## config.mk

```make
export PLATFORM = sky130hd
export DESIGN_NAME = pingpong_buffer
export DESIGN_NICKNAME = d
export VERILOG_FILES = /design/src/rtl/pingpong_pkg.sv /design/src/rtl/pingpong_bank.sv /design/src/rtl/pingpong_write_side.sv /design/src/rtl/pingpong_swap_ctrl.sv /design/src/rtl/pingpong_read_side.sv /design/src/rtl/pingpong_buffer.sv
export VERILOG_INCLUDE_DIRS = /design/src /design/src/include
export SDC_FILE = /design/constraint.sdc
export NUM_CORES = 1
export LEC_CHECK = 0
export BUFFER_PORTS_ARGS = -buffer_cell sky130_fd_sc_hd__buf_4
export CELL_PAD_IN_SITES_DETAIL_PLACEMENT = 0
export CELL_PAD_IN_SITES_GLOBAL_PLACEMENT = 2
export CORE_ASPECT_RATIO = 1.5
export CORE_MARGIN = 10
export CORE_UTILIZATION = 30
export CTS_CLUSTER_SIZE = 12
export DETAILED_ROUTE_END_ITERATION = 8
export PLACE_DENSITY_LB_ADDON = 0.3
export REMOVE_ABC_BUFFERS = 1
export SETUP_SLACK_MARGIN = 0.2
export SYNTH_ARGS = -nofsm -noshare
export SYNTH_HDL_FRONTEND = slang
export SYNTH_SLANG_ARGS = --single-unit
```

## constraint.sdc

```tcl
create_clock -name clk_i -period 2.66 [get_ports clk_i]
set_clock_uncertainty 0.1 [all_clocks]
set_input_delay 0.399 -clock clk_i [delete_from_list [all_inputs] [get_ports clk_i]]
set_output_delay 0.399 -clock clk_i [all_outputs]
set_load 0.01 [all_outputs]
```

## src/include/pingpong_consts.svh

```systemverilog
// Ping-pong buffer constants

`ifndef PINGPONG_CONSTS_SVH
`define PINGPONG_CONSTS_SVH

// ==============================
// Sample format
// ==============================

`define PP_DATA_WIDTH 16    // Bits per sample

// ==============================
// Bank geometry
// ==============================

`define PP_DEPTH      16    // Samples per bank
`define PP_ADDR_WIDTH 4     // log2 of PP_DEPTH

`endif

```

## src/rtl/pingpong_pkg.sv

```systemverilog
// Ping-pong buffer types

`default_nettype none

`include "pingpong_consts.svh"

package pingpong_pkg;

    // One signed sample as carried on both handshakes
    typedef logic signed [`PP_DATA_WIDTH-1:0] sample_t;

    // Address inside a single bank
    typedef logic [`PP_ADDR_WIDTH-1:0] addr_t;

    // One bit wider than addr_t so a full bank is countable
    typedef logic [`PP_ADDR_WIDTH:0] count_t;

    // Buffer state machine encoding
    typedef enum logic [1:0] {
        WRITING      = 2'd0,  // First bank filling, nothing to read yet
        SWAP_PENDING = 2'd1,  // Write bank full, swap at next edge
        READING      = 2'd2   // Reading one bank while filling the other
    } buf_state_t;

endpackage

`default_nettype wire

```

## src/rtl/pingpong_bank.sv

```systemverilog
// Ping-pong sample bank

`default_nettype none

`include "pingpong_consts.svh"

module pingpong_bank
    import pingpong_pkg::*;
(
    input  logic    clk_i,
    input  logic    wr_en_i,     // Write strobe for this bank
    input  addr_t   wr_addr_i,
    input  sample_t wr_data_i,
    input  addr_t   rd_addr_i,   // Shared read address
    output sample_t rd_data_o    // Same-cycle read data
);

    // Sample storage
    sample_t mem_q [`PP_DEPTH];

    // Synchronous write port
    always_ff @(posedge clk_i) begin
        if (wr_en_i) begin
            mem_q[wr_addr_i] <= wr_data_i;
        end
    end

    // Asynchronous read, bypass style timing
    assign rd_data_o = mem_q[rd_addr_i];

endmodule

`default_nettype wire

```

## src/rtl/pingpong_write_side.sv

```systemverilog
// Ping-pong write side

`default_nettype none

`include "pingpong_consts.svh"

module pingpong_write_side
    import pingpong_pkg::*;
(
    input  logic   clk_i,
    input  logic   rst_ni,
    input  logic   write_valid_i,   // Writer has a sample
    output logic   write_ready_o,   // Room left in write bank
    input  logic   swap_i,          // Banks exchange roles at this edge
    input  logic   wr_sel_i,        // Bank currently being written
    output addr_t  wr_addr_o,
    output logic   wr_en0_o,
    output logic   wr_en1_o,
    output logic   wr_full_o,       // Write bank holds PP_DEPTH samples
    output count_t write_count_o
);

    addr_t  wr_addr_q;      // Next free slot
    count_t fill_q;         // Samples held in write bank
    logic   write_accept;   // Handshake completes this cycle

    // ==============================
    // Handshake
    // ==============================

    assign wr_full_o     = (fill_q == count_t'(`PP_DEPTH));
    assign write_ready_o = ~wr_full_o;                      // Stall only when full
    assign write_accept  = write_valid_i & write_ready_o;

    // Steer the accepted sample to the selected bank
    assign wr_en0_o = write_accept & ~wr_sel_i;
    assign wr_en1_o = write_accept & wr_sel_i;

    // ==============================
    // Address and fill count
    // ==============================

    always_ff @(posedge clk_i) begin
        if (!rst_ni) begin
            wr_addr_q <= '0;
            fill_q    <= '0;
        end else if (swap_i) begin
            wr_addr_q <= '0;                    // Fresh bank starts at slot 0
            fill_q    <= '0;
        end else if (write_accept) begin
            wr_addr_q <= wr_addr_q + 1'b1;      // Wraps to 0 after last slot
            fill_q    <= fill_q + 1'b1;
        end
    end

    assign wr_addr_o     = wr_addr_q;
    assign write_count_o = fill_q;

endmodule

`default_nettype wire

```

## src/rtl/pingpong_swap_ctrl.sv

```systemverilog
// Ping-pong swap controller

`default_nettype none

`include "pingpong_consts.svh"

module pingpong_swap_ctrl
    import pingpong_pkg::*;
(
    input  logic clk_i,
    input  logic rst_ni,
    input  logic wr_full_i,       // Write bank has PP_DEPTH samples
    output logic swap_o,          // High for the single SWAP_PENDING cycle
    output logic wr_sel_o,        // Bank being written, 0 or 1
    output logic buffer_ready_o   // One-cycle pulse per filled bank
);

    buf_state_t state_q;
    buf_state_t state_d;
    logic       wr_sel_q;
    logic       buffer_ready_q;

    // ==============================
    // Next state
    // ==============================

    always_comb begin
        state_d = state_q;  // Hold by default
        case (state_q)
            WRITING: begin
                if (wr_full_i) begin
                    state_d = SWAP_PENDING;   // First bank just filled
                end
            end
            SWAP_PENDING: begin
                // Always a single cycle
                state_d = READING;
            end
            READING: begin
                if (wr_full_i) begin
                    state_d = SWAP_PENDING;   // Other bank filled meanwhile
                end
            end
            default: begin
                state_d = WRITING;
            end
        endcase
    end

    assign swap_o = (state_q == SWAP_PENDING);

    // ==============================
    // State, bank select and pulse
    // ==============================

    always_ff @(posedge clk_i) begin
        if (!rst_ni) begin
            state_q        <= WRITING;
            wr_sel_q       <= 1'b0;     // Bank 0 written first
            buffer_ready_q <= 1'b0;
        end else begin
            state_q        <= state_d;
            buffer_ready_q <= swap_o;   // Pulse lands on the swap edge
            if (swap_o) begin
                wr_sel_q <= ~wr_sel_q;  // Full bank becomes read bank
            end
        end
    end

    assign wr_sel_o       = wr_sel_q;
    assign buffer_ready_o = buffer_ready_q;

endmodule

`default_nettype wire

```

## src/rtl/pingpong_read_side.sv

```systemverilog
// Ping-pong read side

`default_nettype none

`include "pingpong_consts.svh"

module pingpong_read_side
    import pingpong_pkg::*;
(
    input  logic    clk_i,
    input  logic    rst_ni,
    input  logic    swap_i,         // New bank becomes readable at this edge
    input  logic    wr_sel_i,       // Bank being written, read the other one
    input  sample_t bank0_data_i,
    input  sample_t bank1_data_i,
    output addr_t   rd_addr_o,      // Shared by both banks
    input  logic    read_ready_i,
    output logic    read_valid_o,
    output sample_t read_data_o,
    output count_t  read_count_o
);

    addr_t   rd_addr_q;
    count_t  rd_count_q;      // Samples consumed from current bank
    logic    rd_valid_q;
    logic    read_accept;     // Reader takes a sample this cycle
    logic    last_read;       // Consuming the final sample of the bank
    sample_t rd_bank_data;    // Data of the bank not being written

    // ==============================
    // Handshake
    // ==============================

    assign read_accept = rd_valid_q & read_ready_i;
    assign last_read   = (rd_count_q == count_t'(`PP_DEPTH - 1));

    // ==============================
    // Address, count and valid
    // ==============================

    always_ff @(posedge clk_i) begin
        if (!rst_ni) begin
            rd_addr_q  <= '0;
            rd_count_q <= '0;
            rd_valid_q <= 1'b0;
        end else if (swap_i) begin
            // Restart on the new bank, any unread rest is dropped
            rd_addr_q  <= '0;
            rd_count_q <= '0;
            rd_valid_q <= 1'b1;
        end else if (read_accept) begin
            rd_addr_q  <= rd_addr_q + 1'b1;
            rd_count_q <= rd_count_q + 1'b1;    // Parks at PP_DEPTH
            if (last_read) begin
                rd_valid_q <= 1'b0;             // Stays low until next swap
            end
        end
    end

    // ==============================
    // Output data
    // ==============================

    // Read bank is the opposite of the write bank
    assign rd_bank_data = wr_sel_i ? bank0_data_i : bank1_data_i;
    assign read_data_o  = rd_valid_q ? rd_bank_data : '0;   // Zero when idle

    assign rd_addr_o    = rd_addr_q;
    assign read_valid_o = rd_valid_q;
    assign read_count_o = rd_count_q;

endmodule

`default_nettype wire

```

## src/rtl/pingpong_buffer.sv

```systemverilog
// Ping-pong sample buffer top

`default_nettype none

`include "pingpong_consts.svh"

module pingpong_buffer
    import pingpong_pkg::*;
(
    input  logic    clk_i,
    input  logic    rst_ni,
    // Write handshake
    input  sample_t write_data_i,
    input  logic    write_valid_i,
    output logic    write_ready_o,
    // Read handshake
    output sample_t read_data_o,
    input  logic    read_ready_i,
    output logic    read_valid_o,
    // Status
    output logic    buffer_ready_o,   // Pulse when a bank is ready to read
    output count_t  write_count_o,
    output count_t  read_count_o
);

    // ==============================
    // Internal nets
    // ==============================

    addr_t   wr_addr;
    logic    wr_en0;
    logic    wr_en1;
    logic    wr_full;
    logic    swap;
    logic    wr_sel;
    addr_t   rd_addr;
    sample_t bank0_data;
    sample_t bank1_data;

    // Input side
    pingpong_write_side u_write_side (
        .clk_i         (clk_i),
        .rst_ni        (rst_ni),
        .write_valid_i (write_valid_i),
        .write_ready_o (write_ready_o),
        .swap_i        (swap),
        .wr_sel_i      (wr_sel),
        .wr_addr_o     (wr_addr),
        .wr_en0_o      (wr_en0),
        .wr_en1_o      (wr_en1),
        .wr_full_o     (wr_full),
        .write_count_o (write_count_o)
    );

    // Bank role control
    pingpong_swap_ctrl u_swap_ctrl (
        .clk_i          (clk_i),
        .rst_ni         (rst_ni),
        .wr_full_i      (wr_full),
        .swap_o         (swap),
        .wr_sel_o       (wr_sel),
        .buffer_ready_o (buffer_ready_o)
    );

    // Both banks see the same addresses, only the write strobe differs
    pingpong_bank u_bank0 (
        .clk_i     (clk_i),
        .wr_en_i   (wr_en0),
        .wr_addr_i (wr_addr),
        .wr_data_i (write_data_i),
        .rd_addr_i (rd_addr),
        .rd_data_o (bank0_data)
    );

    pingpong_bank u_bank1 (
        .clk_i     (clk_i),
        .wr_en_i   (wr_en1),
        .wr_addr_i (wr_addr),
        .wr_data_i (write_data_i),
        .rd_addr_i (rd_addr),
        .rd_data_o (bank1_data)
    );

    // Output side
    pingpong_read_side u_read_side (
        .clk_i        (clk_i),
        .rst_ni       (rst_ni),
        .swap_i       (swap),
        .wr_sel_i     (wr_sel),
        .bank0_data_i (bank0_data),
        .bank1_data_i (bank1_data),
        .rd_addr_o    (rd_addr),
        .read_ready_i (read_ready_i),
        .read_valid_o (read_valid_o),
        .read_data_o  (read_data_o),
        .read_count_o (read_count_o)
    );

endmodule

`default_nettype wire

```

==> flow_metrics.tcl <==
set metrics [dict create \
    die_area_sq_um 81000 \
    ys_seq_area_share_pct 76.0 \
    initial_utilization_pct 30.3 \
    core-area_sq_um 69100 \
    dp_cells 2008 \
    globalplace.congestion 0.805 \
    report.final.slew_viol_count 0 \
    antenna_found_initial 0 \
    cts.sinks 539 \
    crit_arrival_ns 2.65 \
    stdcell_area_sq_um 25800 \
    timing.final.crit_share_pct 118 \
    wl_microns 53900 \
    post_synth_num_cell_types 41 \
    grt.overflow.total 0 \
    fin_ws_ns -0.487 \
    finalPower_mw 16.3 \
    intPower_mw 13.1 \
    path_buf_inv 5 \
    synth.area.top_cells "edfxtp_1 73%, mux4_2 8.9%, mux4_1 3.6%, dfxtp_1 2.6%, mux2_2 1.7%" \
    met1_usage_pct 15.3 \
    swShare_pct 19.8 \
    status "complete, but fails checks" \
    avgSynthCellArea_sq_um 21.2 \
    clk_latency_ns 0.58 \
    synth_top_area_share_pct 73.5 \
    layout_min_cycle_time_ns 3.15 \
    critPathMaxFanout 11 \
    cts_tree "done" \
    netlist_instances 988 \
    crit_family "buffers and inverters" \
    hold_depth 4 \
    first_iter_violations 773 \
    rsz0062_at_grt "yes" \
    max_cap_viol_count 0 \
    place_hpwl_microns 34100 \
    yosysWarnings 0 \
    reg2regPathDepth 8 \
    multi_input_area_sq_um 5080 \
    hp-class "primary input to register" \
    use_met3_pct 1.84 \
    vias 10200 \
    cts_buffer_depth 3 \
    port_buffers 48 \
    syn_area_sq_um 20900 \
    max_slew_margin_pct 52.4 \
    pwr-share-seq_pct 57.2 \
    fmax_mhz 318 \
    cts-root-buf "clkbuf_16" \
    fill_cells 6358 \
    grt_usage_pct 13.2 \
    vdd_drop_max_mv 0.401 \
    p_per_area_nw_per_um2 632 \
    pwr-share-clk_pct 40.7 \
    yosys.area.top_type "edfxtp_1" \
    regArea_sq_um 15900 \
    die_h_microns 344 \
    cp_slowest_stage_delay_ns 0.52 \
    power.leakage_nw 7.97 \
    power_frac_comb_pct 2.1 \
    htree_levels 2 \
    cts_made_buffers 52 \
    path_clk_slew_ns 0.06 \
    endpoint_kind "output pin" \
    area_growth_pct 23.5 \
    first_pass_iters 5 \
    critPathSlowestCell "mux4_2" \
    busiest_layer "met2" \
    violations "negative setup slack" \
    finalNonFillerCells 2113 \
    setup_viol 16 \
    p_switching_mw 3.23 \
    final_hold_viol_count 0 \
    wl_per_cell_microns 25.5 \
    met2_usage_pct 24.1 \
    grt_pass1_wl_microns 78600 \
    cpMostUsedCell "buf_12" \
    grt_pass1_vias 11000 \
    crit_chain "buf_12 > buf_12 > buf_12 > mux4_2 > a22oi_2 > buf_4 > a31oi_2 > buf_4" \
    path_class "register to output pin" \
    vias_per_cell 4.84 \
    antenna_cells 0 \
    worstMarginPinSlew_ns 0.713 \
    synth-seq-cells 539 \
    startpoint_type "register" \
    drc 0 \
    final_nets 1208 \
    post_dp_cell_area_sq_um 23600 \
    required_ns 2.16 \
    rows 118 \
    cp_num_cells 8 \
    antenna_left 0 \
    drive_gt1_share_pct 37.5 \
    dieWidth_microns 236 \
    grt_max_degree 33 \
    io_pins 49 \
]
[worst paths after layout]
| path | from | end | slack, ns |
|---|---|---|---|
| hold reg to reg | u_swap_ctrl.state_q[0] | u_swap_ctrl.state_q[0] | 0.35 |
| setup / recovery | register | read_data_o[10] | -0.49 |
| hold / removal | read_ready_i | u_read_side.read_valid_o | 0.07 |
| setup reg to reg | u_write_side.write_count_o[1] | u_bank0.mem_q[5][14] | 0.09 |
[routing by layer]
layer  up-vias  part of all wire (%)
met3        75                   3.5
met4         0                   3.6
met2       198                    53
li1       4484                     -
met5         -                     0
met1      5471                    40
[registers in the layout, indices dropped and copies added, names as in the netlist, named ones only]
name	count
u_bank0.mem_q	256
u_swap_ctrl.state_q	2
u_read_side.rd_addr_o	4
u_read_side.read_count_o	5
u_write_side.write_count_o	5
u_bank1.mem_q	256
u_write_side.wr_addr_o	4
u_read_side.read_valid_o	1
u_swap_ctrl.buffer_ready_o	1
u_swap_ctrl.wr_sel_o	1
[power groups by stage]
stage          Combinational [mW]  Sequential, mW  Clock (mW)
3_5_place_dp                0.333            9.53           0
6_report                    0.341            9.35        6.65
5_1_grt                     0.373            9.34        7.18
4_1_cts                     0.346            9.35        6.85
3_3_place_gp                0.323            9.53           0
2_1_floorplan              0.0887            9.53           0
[layout by cell type (no fill, tap or decap), types with 4 or more instances in the layout]
master,n
edfxtp_1,512
buf_4,118
mux4_2,97
clkbuf_16,53
buf_12,49
mux2i_1,34
nor2_1,30
clkbuf_1,30
nor2_2,23
dfxtp_1,23
mux2_2,21
buf_6,17
nand2_1,15
mux4_1,15
mux2_4,11
a22oi_2,10
o221ai_2,10
o21ai_1,9
ha_1,9
a31oi_2,8
xor2_1,8
nand3_1,7
inv_1,6
a221oi_1,6
a22oi_1,6
xnor2_1,6
a31oi_1,5
and2_1,4
nand2b_1,4
o221ai_4,4
a221oi_4,4
nand4_1,4
a21oi_1,4
buf_8,4
[final cells by class]
cell class | count | share of cell area (%)
Timing Repair Buffer | 192 | 8.55
Clock inverter | 5 | 0.106
Inverter | 8 | 0.131
Multi-Input combinational cell | 386 | 19.7
Sequential cell | 539 | 61.6
Tap cell | 900 | 4.36
Clock buffer | 83 | 5.57
[cell usage after synthesis, drive strengths merged]
master	number
nor3	2
a211oi	1
a31oi	16
mux2i	34
inv	8
a22oi	16
buf	38
o21ai	14
ha	9
nand4	4
nand2	16
a221oi	13
o2111ai	3
xnor2	6
xor2	8
nor3b	1
nand3b	1
nand2b	4
and2	4
a21oi	4
nand3	7
mux4	112
and3	1
mux2	32
o221ai	16
edfxtp	512
or2	2
and2b	1
nor2b	3
a21boi	1
dfxtp	27
nor4bb	1
nor2	54
clkbuf	17
[what timing repair did]
action	4_1_cts	5_1_grt
resized for setup	101	35
gates cloned	3	0
buffers inserted	9	4
hold endpoints to repair	5	0
endpoints found under the setup margin	80	529
pin swaps	20	6
hold buffers	1	0
[logic make-up (layout without fill, tap and decap cells)]
family                     Yosys count  in the layout  share of synthesized area [%]
AOI/OAI and AO/OA                   84             84                           2.98
xor gates and xnor gates            14             14                          0.586
buffers and inverters               63            288                           1.78
adders and majority gates            9              9                          0.538
muxes                              178            178                           15.9
and+or+nand+nor                    101            101                           2.16
DFF                                539            539                           76.0
[worst min-delay path, stage by stage]
cell and delay, ns:
buf_4 0.11, nand2_1 0.05, a21oi_1 0.06, nor2b_1 0.09
[per-stage QoR]
stage / setup WS (ns) / utilization, % / setup TNS [ns] / hold slack, ns
after global routing: -0.578 / 37.4 / -10.16 / 0.0697
final: -0.487 / 37.4 / -7.18 / 0.0654
after CTS: -0.549 / 37.1 / -8.12 / 0.0378
after floorplan: -3.46 / - / -54.43 / 0.326
after global placement: -0.0667 / 34.2 / -0.198 / 0.343
after detailed placement: -0.0617 / 34.2 / -0.161 / 0.344
Note: power is estimated with default switching activity, not from simulation.
